**src/source/sdram_macros.svh**
```systemverilog
`ifndef SDRAM_MACROS_SVH
`define SDRAM_MACROS_SVH

`define SDRAM_ROW_W         13
`define SDRAM_BANK_W        2
`define SDRAM_COL_W         10
`define SDRAM_DQ_W          16
`define SDRAM_DM_W          2
`define AXI_ADDR_W          26
`define AXI_DATA_W          32

`define INIT_POWERUP        1024     // simulation-sized cke low time
`define INIT_GAP            16       // cycles between init commands
`define INIT_SETTLE         256      // after last init command
`define INIT_PWR_W          11
`define INIT_GAP_W          5
`define INIT_SETTLE_W       9

`define T_RCD               3
`define T_RP                3
`define T_RFC               10
`define CAS_LAT             2
`define REFRESH_INTERVAL    780
`define WAIT_W              4        // holds the largest wait load
`define REF_CNT_W           10

`define ADDR_A10            13'h0400 // all banks on PRE or auto-precharge on RD/WR

// mode register with BL2 sequential and CL from CAS_LAT
`define MODE_WORD           {6'b000000, 3'(`CAS_LAT), 1'b0, 3'b001}
`define MODE_DLL_RESET      13'h0100
`define EXT_MODE_WORD       13'h0000
`define MODE_BANK           2'b00
`define EXT_MODE_BANK       2'b01

`define MAP_COL_HI          10       // byte address bits to column 9:1
`define MAP_COL_LO          2
`define MAP_ROW_HI          23
`define MAP_ROW_LO          11
`define MAP_BANK_HI         25
`define MAP_BANK_LO         24

`endif

```
**src/source/sdram_pkg.sv**
```systemverilog
package sdram_pkg;

	// {ras_n, cas_n, we_n}
	typedef enum logic [2:0] {
		CMD_MRS   = 3'b000,
		CMD_REF   = 3'b001,
		CMD_PRE   = 3'b010,
		CMD_ACT   = 3'b011,
		CMD_WRITE = 3'b100,
		CMD_READ  = 3'b101,
		CMD_BST   = 3'b110,
		CMD_NOP   = 3'b111
	} sdram_cmd_e;

	typedef enum logic [3:0] {
		IDLE,
		ACTIVATE,
		RCD_WAIT,
		WRITE_BEATS,
		READ_WAIT,
		READ_BEATS,
		PRECHARGE_WAIT,
		REFRESH,
		RFC_WAIT
	} seq_state_e;

endpackage

```
**src/source/access_sequencer.sv**
```systemverilog
`timescale 1ns/100ps
`include "sdram_macros.svh"

module access_sequencer (
	input  logic                      CLK_n,
	input  logic                      RST,
	input  logic                      init_done,
	input  logic                      req_valid,
	input  logic                      req_write,
	input  logic [`AXI_ADDR_W-1:0]    req_addr,
	input  logic [`AXI_DATA_W-1:0]    req_wdata,
	input  logic [`AXI_DATA_W/8-1:0]  req_wstrb,
	input  logic [`SDRAM_DQ_W-1:0]    dq_in,
	output logic                      req_ready,
	output logic                      rsp_valid,
	output logic [`AXI_DATA_W-1:0]    rsp_rdata,
	output sdram_pkg::sdram_cmd_e     user_cmd,
	output logic [`SDRAM_ROW_W-1:0]   user_addr,
	output logic [`SDRAM_BANK_W-1:0]  user_bank,
	output logic [`SDRAM_DQ_W-1:0]    dq_out,
	output logic                      dq_oe,
	output logic [`SDRAM_DM_W-1:0]    dm
);
	import sdram_pkg::*;

	seq_state_e                  state;
	logic [`WAIT_W-1:0]          wait_cnt;   // shared by rcd, cl, rp, rfc
	logic [`REF_CNT_W-1:0]       ref_cnt;
	logic                        ref_pending;

	logic                        wr_q;
	logic [`SDRAM_BANK_W-1:0]    bank_q;
	logic [`SDRAM_ROW_W-1:0]     row_q;
	logic [`SDRAM_COL_W-1:0]     col_q;
	logic [`AXI_DATA_W-1:0]      wdata_q;
	logic [`AXI_DATA_W/8-1:0]    wstrb_q;
	logic [`SDRAM_ROW_W-1:0]     col_ap;     // column with auto-precharge

	assign req_ready = init_done && (state == IDLE) && !ref_pending;
	assign col_ap    = `ADDR_A10 | {{(`SDRAM_ROW_W-`SDRAM_COL_W){1'b0}}, col_q};

	always_ff @(posedge CLK_n)
	begin
		if (!RST)
		begin
			state       <= IDLE;
			user_cmd    <= CMD_NOP;
			dq_oe       <= 1'b0;
			dm          <= '0;
			rsp_valid   <= 1'b0;
			wait_cnt    <= '0;
			wr_q        <= 1'b0;
			ref_cnt     <= '0;
			ref_pending <= 1'b0;
		end
		else
		begin
			user_cmd  <= CMD_NOP;   // defaults overridden per state
			dq_oe     <= 1'b0;
			dm        <= '0;
			rsp_valid <= 1'b0;
			if (wait_cnt != '0)
				wait_cnt <= wait_cnt - 1'b1;

			case (state)
				IDLE:
				begin
					if (ref_pending)
						state <= REFRESH;
					else if (req_valid && req_ready)
					begin
						wr_q    <= req_write;
						bank_q  <= req_addr[`MAP_BANK_HI:`MAP_BANK_LO];
						row_q   <= req_addr[`MAP_ROW_HI:`MAP_ROW_LO];
						col_q   <= {req_addr[`MAP_COL_HI:`MAP_COL_LO], 1'b0};
						wdata_q <= req_wdata;
						wstrb_q <= req_wstrb;
						state   <= ACTIVATE;
					end
				end
				ACTIVATE:
				begin
					user_cmd  <= CMD_ACT;
					user_addr <= row_q;
					user_bank <= bank_q;
					wait_cnt  <= `WAIT_W'(`T_RCD - 1);
					state     <= RCD_WAIT;
				end
				RCD_WAIT:
				begin
					if (wait_cnt == '0)
					begin
						user_addr <= col_ap;
						if (wr_q)
						begin
							user_cmd <= CMD_WRITE;   // low half-word rides with the command
							dq_out   <= wdata_q[`SDRAM_DQ_W-1:0];
							dq_oe    <= 1'b1;
							dm       <= ~wstrb_q[`SDRAM_DM_W-1:0];
							state    <= WRITE_BEATS;
						end
						else
						begin
							user_cmd <= CMD_READ;
							wait_cnt <= `WAIT_W'(`CAS_LAT);
							state    <= READ_WAIT;
						end
					end
				end
				WRITE_BEATS:
				begin
					dq_out   <= wdata_q[`AXI_DATA_W-1:`SDRAM_DQ_W];
					dq_oe    <= 1'b1;
					dm       <= ~wstrb_q[2*`SDRAM_DM_W-1:`SDRAM_DM_W];
					wait_cnt <= `WAIT_W'(`T_RP - 1);
					state    <= PRECHARGE_WAIT;
				end
				READ_WAIT:
				begin
					if (wait_cnt == '0)
					begin
						rsp_rdata[`SDRAM_DQ_W-1:0] <= dq_in;   // first beat
						state                      <= READ_BEATS;
					end
				end
				READ_BEATS:
				begin
					rsp_rdata[`AXI_DATA_W-1:`SDRAM_DQ_W] <= dq_in;
					rsp_valid <= 1'b1;
					wait_cnt  <= `WAIT_W'(`T_RP - 1);
					state     <= PRECHARGE_WAIT;
				end
				PRECHARGE_WAIT:
				begin
					if (wait_cnt == '0)
					begin
						rsp_valid <= wr_q;   // reads already answered
						state     <= IDLE;
					end
				end
				REFRESH:
				begin
					user_cmd    <= CMD_REF;
					user_addr   <= `ADDR_A10;
					ref_pending <= 1'b0;
					wait_cnt    <= `WAIT_W'(`T_RFC - 1);
					state       <= RFC_WAIT;
				end
				RFC_WAIT:
				begin
					if (wait_cnt == '0)
						state <= IDLE;
				end
				default: state <= IDLE;
			endcase

			// refresh interval where a new pending wins over the clear above
			if (init_done)
			begin
				if (ref_cnt == `REF_CNT_W'(`REFRESH_INTERVAL - 1))
				begin
					ref_cnt     <= '0;
					ref_pending <= 1'b1;
				end
				else
					ref_cnt <= ref_cnt + 1'b1;
			end
		end
	end

endmodule

```
**src/source/axil_slave.sv**
```systemverilog
`timescale 1ns/100ps
`include "sdram_macros.svh"

module axil_slave (
	input  logic                      CLK_n,
	input  logic                      RST,
	input  logic                      init_done,
	input  logic [`AXI_ADDR_W-1:0]    awaddr,
	input  logic                      awvalid,
	output logic                      awready,
	input  logic [`AXI_DATA_W-1:0]    wdata,
	input  logic [`AXI_DATA_W/8-1:0]  wstrb,
	input  logic                      wvalid,
	output logic                      wready,
	output logic [1:0]                bresp,
	output logic                      bvalid,
	input  logic                      bready,
	input  logic [`AXI_ADDR_W-1:0]    araddr,
	input  logic                      arvalid,
	output logic                      arready,
	output logic [`AXI_DATA_W-1:0]    rdata,
	output logic [1:0]                rresp,
	output logic                      rvalid,
	input  logic                      rready,
	output logic                      req_valid,
	output logic                      req_write,
	output logic [`AXI_ADDR_W-1:0]    req_addr,
	output logic [`AXI_DATA_W-1:0]    req_wdata,
	output logic [`AXI_DATA_W/8-1:0]  req_wstrb,
	input  logic                      req_ready,
	input  logic                      rsp_valid,
	input  logic [`AXI_DATA_W-1:0]    rsp_rdata
);

	logic aw_got;   // write address captured
	logic w_got;    // write data captured
	logic busy;     // request handed over, waiting for rsp
	logic open_wr;  // no request or response in flight
	logic idle;

	assign open_wr = init_done && !req_valid && !busy && !bvalid && !rvalid;
	assign idle    = open_wr && !aw_got && !w_got;

	assign arready = idle;                              // reads win a tie
	assign awready = open_wr && !aw_got && !(idle && arvalid);
	assign wready  = open_wr && !w_got && !(idle && arvalid);

	assign bresp = 2'b00;
	assign rresp = 2'b00;

	always_ff @(posedge CLK_n)
	begin
		if (!RST)
		begin
			aw_got    <= 1'b0;
			w_got     <= 1'b0;
			busy      <= 1'b0;
			req_valid <= 1'b0;
			req_write <= 1'b0;
			bvalid    <= 1'b0;
			rvalid    <= 1'b0;
		end
		else
		begin
			if (arvalid && arready)
			begin
				req_addr  <= araddr;
				req_write <= 1'b0;
				req_valid <= 1'b1;
			end
			if (awvalid && awready)
			begin
				req_addr <= awaddr;
				aw_got   <= 1'b1;
			end
			if (wvalid && wready)
			begin
				req_wdata <= wdata;
				req_wstrb <= wstrb;
				w_got     <= 1'b1;
			end
			if (aw_got && w_got)   // both halves of the write are in
			begin
				req_write <= 1'b1;
				req_valid <= 1'b1;
				aw_got    <= 1'b0;
				w_got     <= 1'b0;
			end
			if (req_valid && req_ready)
			begin
				req_valid <= 1'b0;
				busy      <= 1'b1;
			end
			if (rsp_valid)
			begin
				busy <= 1'b0;
				if (req_write)
					bvalid <= 1'b1;
				else
				begin
					rvalid <= 1'b1;
					rdata  <= rsp_rdata;
				end
			end
			if (bvalid && bready)
				bvalid <= 1'b0;
			if (rvalid && rready)
				rvalid <= 1'b0;
		end
	end

endmodule

```
**src/source/sdram_ctrl_top.sv**
```systemverilog
`timescale 1ns/100ps
`include "sdram_macros.svh"

module sdram_ctrl_top (
	input  logic                      CLK_n,
	input  logic                      RST,
	input  logic [`AXI_ADDR_W-1:0]    awaddr,
	input  logic                      awvalid,
	output logic                      awready,
	input  logic [`AXI_DATA_W-1:0]    wdata,
	input  logic [`AXI_DATA_W/8-1:0]  wstrb,
	input  logic                      wvalid,
	output logic                      wready,
	output logic [1:0]                bresp,
	output logic                      bvalid,
	input  logic                      bready,
	input  logic [`AXI_ADDR_W-1:0]    araddr,
	input  logic                      arvalid,
	output logic                      arready,
	output logic [`AXI_DATA_W-1:0]    rdata,
	output logic [1:0]                rresp,
	output logic                      rvalid,
	input  logic                      rready,
	output logic                      cke,
	output sdram_pkg::sdram_cmd_e     cmd,
	output logic [`SDRAM_ROW_W-1:0]   addr,
	output logic [`SDRAM_BANK_W-1:0]  bank,
	output logic [`SDRAM_DQ_W-1:0]    dq_out,
	output logic                      dq_oe,
	output logic [`SDRAM_DM_W-1:0]    dm,
	input  logic [`SDRAM_DQ_W-1:0]    dq_in
);
	import sdram_pkg::*;

	logic                      init_done;
	logic                      req_valid;
	logic                      req_write;
	logic [`AXI_ADDR_W-1:0]    req_addr;
	logic [`AXI_DATA_W-1:0]    req_wdata;
	logic [`AXI_DATA_W/8-1:0]  req_wstrb;
	logic                      req_ready;
	logic                      rsp_valid;
	logic [`AXI_DATA_W-1:0]    rsp_rdata;
	sdram_cmd_e                user_cmd;   // sequencer side of the pin mux
	logic [`SDRAM_ROW_W-1:0]   user_addr;
	logic [`SDRAM_BANK_W-1:0]  user_bank;

	axil_slave i_axil_slave (
		.CLK_n     (CLK_n),
		.RST       (RST),
		.init_done (init_done),
		.awaddr    (awaddr),
		.awvalid   (awvalid),
		.awready   (awready),
		.wdata     (wdata),
		.wstrb     (wstrb),
		.wvalid    (wvalid),
		.wready    (wready),
		.bresp     (bresp),
		.bvalid    (bvalid),
		.bready    (bready),
		.araddr    (araddr),
		.arvalid   (arvalid),
		.arready   (arready),
		.rdata     (rdata),
		.rresp     (rresp),
		.rvalid    (rvalid),
		.rready    (rready),
		.req_valid (req_valid),
		.req_write (req_write),
		.req_addr  (req_addr),
		.req_wdata (req_wdata),
		.req_wstrb (req_wstrb),
		.req_ready (req_ready),
		.rsp_valid (rsp_valid),
		.rsp_rdata (rsp_rdata)
	);

	access_sequencer i_access_sequencer (
		.CLK_n     (CLK_n),
		.RST       (RST),
		.init_done (init_done),
		.req_valid (req_valid),
		.req_write (req_write),
		.req_addr  (req_addr),
		.req_wdata (req_wdata),
		.req_wstrb (req_wstrb),
		.dq_in     (dq_in),
		.req_ready (req_ready),
		.rsp_valid (rsp_valid),
		.rsp_rdata (rsp_rdata),
		.user_cmd  (user_cmd),
		.user_addr (user_addr),
		.user_bank (user_bank),
		.dq_out    (dq_out),
		.dq_oe     (dq_oe),
		.dm        (dm)
	);

	sdram_init i_sdram_init (
		.CLK_n     (CLK_n),
		.RST       (RST),
		.user_cmd  (user_cmd),
		.user_addr (user_addr),
		.user_bank (user_bank),
		.cke       (cke),
		.cmd       (cmd),
		.addr      (addr),
		.bank      (bank),
		.init_done (init_done)
	);

endmodule

```
**src/source/sdram_init.sv**
```systemverilog
`timescale 1ns/100ps
`include "sdram_macros.svh"

module sdram_init (
	input  logic                     CLK_n,
	input  logic                     RST,
	input  sdram_pkg::sdram_cmd_e    user_cmd,
	input  logic [`SDRAM_ROW_W-1:0]  user_addr,
	input  logic [`SDRAM_BANK_W-1:0] user_bank,
	output logic                     cke,
	output sdram_pkg::sdram_cmd_e    cmd,
	output logic [`SDRAM_ROW_W-1:0]  addr,
	output logic [`SDRAM_BANK_W-1:0] bank,
	output logic                     init_done
);
	import sdram_pkg::*;

	logic [`INIT_PWR_W-1:0]    pwr_cnt;
	logic [`INIT_GAP_W-1:0]    gap_cnt;
	logic [`INIT_SETTLE_W-1:0] settle_cnt;
	logic [2:0]                stage;      // index of next rom entry
	logic                      seq_done;
	logic                      gap_hit;

	sdram_cmd_e                rom_cmd;
	logic [`SDRAM_ROW_W-1:0]   rom_addr;
	logic [`SDRAM_BANK_W-1:0]  rom_bank;

	sdram_cmd_e                init_cmd;
	logic [`SDRAM_ROW_W-1:0]   init_addr;
	logic [`SDRAM_BANK_W-1:0]  init_bank;

	assign seq_done = (stage == 3'd7);
	assign gap_hit  = (gap_cnt == `INIT_GAP_W'(`INIT_GAP - 1));

	// user path owns the pins once init is over
	assign cmd  = init_done ? user_cmd  : init_cmd;
	assign addr = init_done ? user_addr : init_addr;
	assign bank = init_done ? user_bank : init_bank;

	always_comb
	begin
		rom_cmd  = CMD_NOP;
		rom_addr = `ADDR_A10;
		rom_bank = '0;
		case (stage)
			3'd0: rom_cmd = CMD_PRE;   // precharge all
			3'd1:
			begin
				rom_cmd  = CMD_MRS;
				rom_addr = `EXT_MODE_WORD;
				rom_bank = `EXT_MODE_BANK;
			end
			3'd2:
			begin
				rom_cmd  = CMD_MRS;   // mode word plus dll reset
				rom_addr = `MODE_WORD | `MODE_DLL_RESET;
				rom_bank = `MODE_BANK;
			end
			3'd3: rom_cmd = CMD_PRE;
			3'd4: rom_cmd = CMD_REF;
			3'd5: rom_cmd = CMD_REF;
			3'd6:
			begin
				rom_cmd  = CMD_MRS;
				rom_addr = `MODE_WORD;
				rom_bank = `MODE_BANK;
			end
			default: rom_cmd = CMD_NOP;
		endcase
	end

	always_ff @(posedge CLK_n)
	begin
		if (!RST)
		begin
			cke        <= 1'b0;
			init_done  <= 1'b0;
			pwr_cnt    <= '0;
			gap_cnt    <= '0;
			settle_cnt <= '0;
			stage      <= '0;
			init_cmd   <= CMD_NOP;
			init_addr  <= '0;
			init_bank  <= '0;
		end
		else if (!cke)
		begin
			pwr_cnt <= pwr_cnt + 1'b1;   // power-up wait
			if (pwr_cnt == `INIT_PWR_W'(`INIT_POWERUP - 1))
				cke <= 1'b1;
		end
		else if (!seq_done)
		begin
			if (gap_hit)
			begin
				init_cmd  <= rom_cmd;
				init_addr <= rom_addr;
				init_bank <= rom_bank;
				stage     <= stage + 1'b1;
				gap_cnt   <= '0;
			end
			else
			begin
				init_cmd <= CMD_NOP;
				gap_cnt  <= gap_cnt + 1'b1;
			end
		end
		else if (!init_done)
		begin
			init_cmd   <= CMD_NOP;
			settle_cnt <= settle_cnt + 1'b1;
			if (settle_cnt == `INIT_SETTLE_W'(`INIT_SETTLE - 1))
				init_done <= 1'b1;
		end
	end

endmodule

```
**config.mk**
```make
export PLATFORM = sky130hd
export DESIGN_NAME = sdram_ctrl_top
export DESIGN_NICKNAME = d
export VERILOG_FILES = /design/src/source/sdram_pkg.sv /design/src/source/access_sequencer.sv /design/src/source/axil_slave.sv /design/src/source/sdram_ctrl_top.sv /design/src/source/sdram_init.sv
export VERILOG_INCLUDE_DIRS = /design/src /design/src/source
export SDC_FILE = /design/constraint.sdc
export NUM_CORES = 1
export LEC_CHECK = 0
export BUFFER_PORTS_ARGS = -buffer_cell sky130_fd_sc_hd__buf_2
export CAP_MARGIN = 20
export CORE_MARGIN = 3
export CORE_UTILIZATION = 25
export DETAILED_ROUTE_END_ITERATION = 8
export GPL_TIMING_DRIVEN = 0
export PLACE_DENSITY = 0.45
export SLEW_MARGIN = 0
export SYNTH_ARGS = -nofsm -noshare
export SYNTH_HDL_FRONTEND = slang
export SYNTH_SLANG_ARGS = --single-unit
export TNS_END_PERCENT = 10
```
**constraint.sdc**
```tcl
create_clock -name CLK_n -period 24.7 [get_ports CLK_n]
set_input_delay 3.705 -clock CLK_n [delete_from_list [all_inputs] [get_ports CLK_n]]
set_output_delay 3.705 -clock CLK_n [all_outputs]
set_load 0.01 [all_outputs]
```
==> results.json, run 1 <==
{
  "setup_slack_ps": 16590,
  "async_reset_ff_frac": 0,
  "p_clk_frac": 0.468,
  "fillers": 4212,
  "hold_path_class": "register to register",
  "count_of_buffers_added_by_post_cts_timing_repair_for_setup": 0,
  "cts_sinks": 286,
  "clkSlewWorstSetupHoldPaths_ps": 60,
  "cts_tree": "done",
  "synth.cell_area_um2": 10700,
  "timing.critical_path.required_ps": 21000,
  "route.final.wire_length_um": 22800,
  "detailedRoute.firstIterationViolations": 201,
  "synth_ff_type": "edfxtp_1",
  "number_of_flops_mapped_to_enable_cells_by_yosys": 215,
  "finish.net_count": 1089,
  "slew_viol_final": 0,
  "die_y_um": 213,
  "multi_input_area_um2": 2650,
  "min_period_over_period": 0.328,
  "rsz_0062_raised_after_global_routing": "no",
  "h-tree-depth": 2,
  "ys_types": 57,
  "holdBufCountCts": 0,
  "worst_slew_margin_rel": 0.406,
  "yosys_warnings": 0,
  "antenna_viol_nets_final": 0,
  "tns_ps": 0,
  "startpoint_type": "primary input",
  "p_sw_frac": 0.218,
  "die_area_um2": 45200,
  "power.density_nw_per_um2": 82.0,
  "first_global_vias": 6210,
  "chipWidth_um": 213,
  "detailroute.via_count": 6270,
  "crit_fanout": 2,
  "cts-root-to-sink-buffers": 3,
  "yosysSeqAreaShare": 0.737,
  "synth_commonest_cells": "edfxtp_1, nand2_1, dfxtp_1",
  "worstMarginPinSlew_ps": 889,
  "n_antenna_cell": 0,
  "setup_viol": 0,
  "synth.largest_area_cell": "edfxtp_1",
  "tritoncts.num_buffers": 34,
  "routabilityCongestion": 0.745,
  "antenna_violations_before_repair": 1,
  "io_pins": 190,
  "yosysMostFrequentCell": "edfxtp_1",
  "grtUsageTotal": 0.101,
  "total_congestion_overflow_after_global_routing": 0,
  "area_of_the_core_region_um2": 42000,
  "synthesis.instances": 729,
  "syn-mean-instance-area_um2": 14.7,
  "worstSkewPairLatency_ps": 540,
  "criticalPathCategory": "primary input to primary output",
  "synth.area.top_cells": "edfxtp_1, dfxtp_1, nand2_1",
  "cts-root-buf": "clkbuf_16",
  "period_needed_ps": 8110,
  "internal_power_mw": 0.876,
  "grt_first_pass_wirelength_um": 35100,
  "layout-area-overhead-vs-synth_pct": 28.0,
  "hold_violations": 0,
  "post_drt_via_cell_ratio": 4.10,
  "netlist.area_leader.share": 0.604,
  "dp_slack_ps": 16580,
  "dpl.hpwl_um": 15900,
  "drive_gt1_frac": 0.307,
  "sequential_cell_area_um2": 7880,
  "drcViolationCount": 0,
  "fp-row-count": 75,
  "worst-endpoint-arrival_ps": 4400,
  "seqPwrFrac": 0.469,
  "wire_per_inst_um": 14.9,
  "run_status": "finished clean",
  "grt_start_max_net_pins": 30,
  "cp-end-kind": "primary output",
  "irDropWorstVdd_mv": 0.0555,
  "cap_viol_max_count": 0,
  "detail_route.first_pass.iterations": 4,
  "f_max_mhz": 123,
  "power_frac_comb": 0.063,
  "net-switching-power_mw": 0.245,
  "fin_worst_skew_ps": 16.1,
  "total_power_mw": 1.12,
  "cellLeakagePower_nw": 5.06,
  "port_buffers": 181,
  "number_of_storage_elements_in_the_synthesis_netlist": 286,
  "post_cts_resized": 0,
  "floorplan.initialDensity": 0.254
}
[power by group through the flow]
stage	Clock, mW	Combinational, mW	Sequential [mW]
floorplan	0	0.0469	0.536
global placement	0	0.0698	0.537
detailed placement	0	0.0710	0.537
CTS	0.545	0.0715	0.526
global route	0.564	0.0800	0.527
finish	0.525	0.0704	0.526
[kinds of logic (layout without fill, tap and decap cells)]
family                     after synthesis  in the layout  share of synthesized area
AOI/OAI and AO/OA                       63             63                     0.0389
xor gates and xnor gates                28             28                     0.0230
adders and majority gates               12             12                     0.0141
buffers and inverters                   46            305                     0.0192
DFF                                    286            286                      0.737
muxes                                   43             43                     0.0504
other                                    1              4                   0.000351
and+or+nand+nor                        250            250                      0.117
[stage by stage]
| stage | utilization | hold slack, ps | std cells | cell area (um^2) |
|---|---|---|---|---|
| after floorplan | - | 400 | 732 | 10700 |
| after global placement | 0.292 | 402 | 1452 | 12300 |
| after detailed placement | 0.297 | 405 | 1468 | 12500 |
| after CTS | 0.325 | 414 | 1529 | 13700 |
| after global routing | 0.325 | 421 | 1530 | 13700 |
| final | 0.325 | 409 | 1530 | 13700 |
[worst max-delay path, cell delays in order]
cell and delay [ps]:
buf_2 110, a2111oi_2 370, buf_2 210
[path summary, 6_finish.rpt]
check / start / end / slack (ps) / depth (start not counted)
setup reg to reg: i_access_sequencer.state[0] / i_access_sequencer.row_q[9] / 21890 / 7
hold / removal: i_access_sequencer.rsp_rdata[22] / i_axil_slave.rdata[22] / 410 / 0
hold reg to reg: i_access_sequencer.rsp_rdata[22] / i_axil_slave.rdata[22] / 410 / 0
setup / recovery: arvalid / wready / 16590 / 3
[registers in the layout, summed over array words and instances (netlist names), 9 cells and up]
name	cells
i_access_sequencer.rsp_rdata	32
i_access_sequencer.wdata_q	32
i_axil_slave.rdata	32
i_axil_slave.req_wdata	32
i_axil_slave.req_addr	24
i_access_sequencer.dq_out	16
i_access_sequencer.row_q	13
i_access_sequencer.user_addr	13
i_sdram_init.pwr_cnt	11
i_access_sequencer.ref_cnt	10
i_access_sequencer.col_q	9
i_sdram_init.settle_cnt	9
[cell usage in the layout (no fill, tap or decap), types with 9 or more instances in the layout]
cell,netlist,final
nand3_1,18,18
or3_1,9,9
and2_1,17,17
inv_1,16,16
a21oi_1,18,17
edfxtp_1,215,215
nand2_1,81,81
mux2i_1,11,11
mux2_4,18,18
clkbuf_16,0,35
ha_1,12,12
buf_2,2,184
o21ai_0,14,14
xnor2_1,15,15
buf_4,4,11
nor2_1,59,56
dfxtp_1,71,71
a22o_1,9,9
nor3_1,10,10
mux2_2,14,14
clkbuf_1,18,21
xor2_1,13,13
[routing by layer]
layer  vias to the layer above  global-route usage  part of all wire
li1                       3126                   -                 -
met3                        43              0.0320             0.067
met5                         -                   0           0.00057
met2                       170               0.160              0.46
met1                      2929               0.131              0.44
met4                         2              0.0342             0.026
[cell type report]
| type | instances | area share |
|---|---|---|
| Sequential cell | 286 | 0.576 |
| Clock inverter | 23 | 0.0217 |
| Tap cell | 539 | 0.0493 |
| Timing Repair Buffer | 198 | 0.0790 |
| Buffer | 30 | 0.0106 |
| Multi-Input combinational cell | 400 | 0.194 |
| Clock buffer | 38 | 0.0649 |
| Inverter | 16 | 0.00439 |
(Power assumes the default switching activity.)
==> run 2: changes to the inputs <==
--- a/config.mk
+++ b/config.mk
@@ -6,13 +6,14 @@
 export SDC_FILE = /design/constraint.sdc
 export NUM_CORES = 1
 export LEC_CHECK = 0
+export ABC_AREA = 1
 export BUFFER_PORTS_ARGS = -buffer_cell sky130_fd_sc_hd__buf_2
 export CAP_MARGIN = 20
 export CORE_MARGIN = 3
 export CORE_UTILIZATION = 25
 export DETAILED_ROUTE_END_ITERATION = 8
 export GPL_TIMING_DRIVEN = 0
-export PLACE_DENSITY = 0.45
+export PLACE_DENSITY = 0.46
 export SLEW_MARGIN = 0
 export SYNTH_ARGS = -nofsm -noshare
 export SYNTH_HDL_FRONTEND = slang
==> constraint.sdc (replaced) <==
create_clock -name CLK_n -period 6.9 [get_ports CLK_n]
set_input_delay 1.035 -clock CLK_n [delete_from_list [all_inputs] [get_ports CLK_n]]
set_output_delay 1.035 -clock CLK_n [all_outputs]
set_load 0.01 [all_outputs]
==> results.json, run 2 <==
{
  "run_status": "finished clean",
  "first_global_vias": 6734,
  "synthXorXnorAreaFrac": 0.00575,
  "layout.cells.most_common": "edfxtp_1",
  "grt_start_max_net_pins": 33,
  "crit_fanout": 10,
  "cap_viol_max_count": 0,
  "cellLeakagePower_nw": 5.35,
  "globalRouteMet1Util": 0.131,
  "drive_gt1_frac": 0.237,
  "p_clk_frac": 0.438,
  "p_sw_frac": 0.230,
  "wire_per_inst_um": 14.4,
  "total_congestion_overflow_after_global_routing": 0,
  "cts-root-buf": "clkbuf_16",
  "die_y_um": 213,
  "seqPwrFrac": 0.492,
  "synth.cell_area_um2": 10700,
  "internal_power_mw": 2.99,
  "synthesis.instances": 885,
  "hold_violations": 0,
  "post_drt_via_cell_ratio": 4.11,
  "cts_tree": "done",
  "yosysMostFrequentCell": "edfxtp_1",
  "number_of_flops_mapped_to_enable_cells_by_yosys": 215,
  "tritoncts.num_buffers": 34,
  "worstMarginPinSlew_ps": 996,
  "yosysSeqAreaShare": 0.739,
  "floorplan.initialDensity": 0.254,
  "worstSkewPairLatency_ps": 540,
  "yosys_warnings": 0,
  "netlist.area_leader.share": 0.605,
  "cts-root-to-sink-buffers": 3,
  "synth_ff_type": "edfxtp_1",
  "holdBufCountCts": 0,
  "worst-endpoint-arrival_ps": 2060,
  "grtUsageTotal": 0.106,
  "hold_path_class": "register to register",
  "chipWidth_um": 213,
  "slowest_delay_ps": 320,
  "crit_path_cell_trace": "inv_1, nand2_1, nor2_2, nand2_2, a21oi_4, buf_4, buf_2",
  "synthesized_area_fraction_occupied_by_ao_oa_aoi_and_oai_cells": 0.0483,
  "min_period_over_period": 0.448,
  "globalRoute.busiestLayer": "met2",
  "layout-area-overhead-vs-synth_pct": 26.2,
  "dpl.hpwl_um": 16900,
  "tns_ps": 0,
  "port_buffers": 179,
  "h-tree-depth": 2,
  "fillers": 4290,
  "synth.area.top_cells": "edfxtp_1, dfxtp_1, nand2_1",
  "drcViolationCount": 0,
  "area_of_the_core_region_um2": 42000,
  "rsz_0062_raised_after_global_routing": "no",
  "largest_family_of_logic_cells_by_synthesized_area": "simple AND/OR/NAND/NOR gates",
  "worst_slew_margin_rel": 0.336,
  "fin_worst_skew_ps": 16.0,
  "worst_path_max_delay_cell": "dfxtp_1",
  "synth.largest_area_cell": "edfxtp_1",
  "grt_first_pass_wirelength_um": 36700,
  "io_pins": 190,
  "setup_viol": 0,
  "antenna_viol_nets_final": 0,
  "route.final.wire_length_um": 24100,
  "clkSlewWorstSetupHoldPaths_ps": 60,
  "antenna_violations_before_repair": 1,
  "power.density_nw_per_um2": 289,
  "detail_route.first_pass.iterations": 4,
  "synth.mux.area_fraction": 0,
  "reg2reg_setup_slack_ps": 4440,
  "criticalPathCategory": "register to primary output",
  "cp-end-kind": "primary output",
  "detailroute.via_count": 6869,
  "ys_types": 39,
  "finish.net_count": 1233,
  "slew_viol_final": 0,
  "irDropWorstVdd_mv": 0.143,
  "syn-mean-instance-area_um2": 12.1,
  "synth_fa_ha_area_frac": 0.0141,
  "net-switching-power_mw": 0.892,
  "layout.cells.most_common_list": "edfxtp_1, nand2_1, buf_2, inv_1",
  "n_antenna_cell": 0,
  "routabilityCongestion": 0.777,
  "finalHoldWorstSlack_ps": 410,
  "global_route.usage.met3": 0.0224,
  "post_cts_resized": 0,
  "grt.met2_usage": 0.175,
  "f_max_mhz": 323,
  "die_area_um2": 45200,
  "synth_commonest_cells": "edfxtp_1, nand2_1, inv_1",
  "cts_sinks": 286,
  "synth-simple-area-share": 0.150,
  "fp-row-count": 75,
  "number_of_storage_elements_in_the_synthesis_netlist": 286,
  "detailedRoute.firstIterationViolations": 330,
  "power_frac_comb": 0.069,
  "async_reset_ff_frac": 0,
  "startpoint_type": "register",
  "count_of_buffers_added_by_post_cts_timing_repair_for_setup": 0,
  "timing.critical_path.required_ps": 5860,
  "period_needed_ps": 3090
}
==> run 2: cell count changes after synthesis, moves of 13 or more <==
cell,before,now
nand2_1,81,213
inv_1,16,80
nand3_1,18,50
a21oi_1,18,37
mux2_4,18,0
o21ai_0,14,32
and2_1,17,0
nor2_1,59,75
mux2_2,14,0
xnor2_1,15,2
==> run 2: logic make-up after synthesis <==
| logic type | count (synthesis) |
|---|---|
| fa+ha+maj | 12 |
| simple gates | 381 |
| xor+xnor | 7 |
| compound gates | 89 |
| other cells | 1 |
| buf+inv | 109 |
| flops | 286 |
==> run 2: final timing paths <==
kind | from | end | depth (start not counted)
worst max-delay path | i_axil_slave.rvalid | awready | 7
worst min-delay path | i_axil_slave.req_wdata[25] | i_access_sequencer.wdata_q[25] | 0
worst max register to register | i_access_sequencer.wait_cnt[0] | i_access_sequencer.user_addr[1] | 8
worst min register to register | i_axil_slave.req_wdata[25] | i_access_sequencer.wdata_q[25] | 0
==> run 2: final cells by class <==
cell class / instances / area (um^2) / area share
buffer: 27 / 148 / 0.0110
sequential: 286 / 7880 / 0.585
inverter: 82 / 308 / 0.0229
multi-input combinational: 493 / 2380 / 0.177
tap: 539 / 674 / 0.0501
timing repair buffer: 186 / 1020 / 0.0759
clock inverter: 14 / 140 / 0.0104
clock buffer: 45 / 912 / 0.0678
==> run 2: through the flow <==
| step | std cells | area [um^2] | power [mW] | worst slack (ps) | util |
|---|---|---|---|---|---|
| 2_1_floorplan | 888 | 10700 | 2.12 | 2440 | - |
| 3_3_place_gp | 1606 | 12200 | 2.21 | 417 | 0.291 |
| 3_5_place_dp | 1613 | 12400 | 2.22 | 3330 | 0.295 |
| 4_1_cts | 1672 | 13500 | 3.96 | 3650 | 0.320 |
| 5_1_grt | 1672 | 13500 | 4.07 | 3610 | 0.320 |
| 6_report | 1672 | 13500 | 3.89 | 3810 | 0.320 |
==> run 2: layer usage <==
metal	wire length, um	vias to the layer above
met2	11500	148
li1	-	3467
met1	10500	3203
met3	1250	49
met5	13	-
met4	860	2
==> run 2: worst max-delay path, delay by kind of cell, from the launching register on <==
| family | cells | cell delay (ps) |
|---|---|---|
| DFF | 1 | 320 |
| buffers and inverters | 3 | 540 |
| and+or+nand+nor | 3 | 370 |
| AOI/OAI and AO/OA | 1 | 300 |
==> run 2: power groups by stage <==
stage / logic [mW] / clock network (mW) / registers (mW)
after floorplan: 0.175 / 0 / 1.94
after global placement: 0.263 / 0 / 1.95
after detailed placement: 0.272 / 0 / 1.95
after CTS: 0.273 / 1.78 / 1.91
after global routing: 0.312 / 1.84 / 1.92
final: 0.270 / 1.70 / 1.91
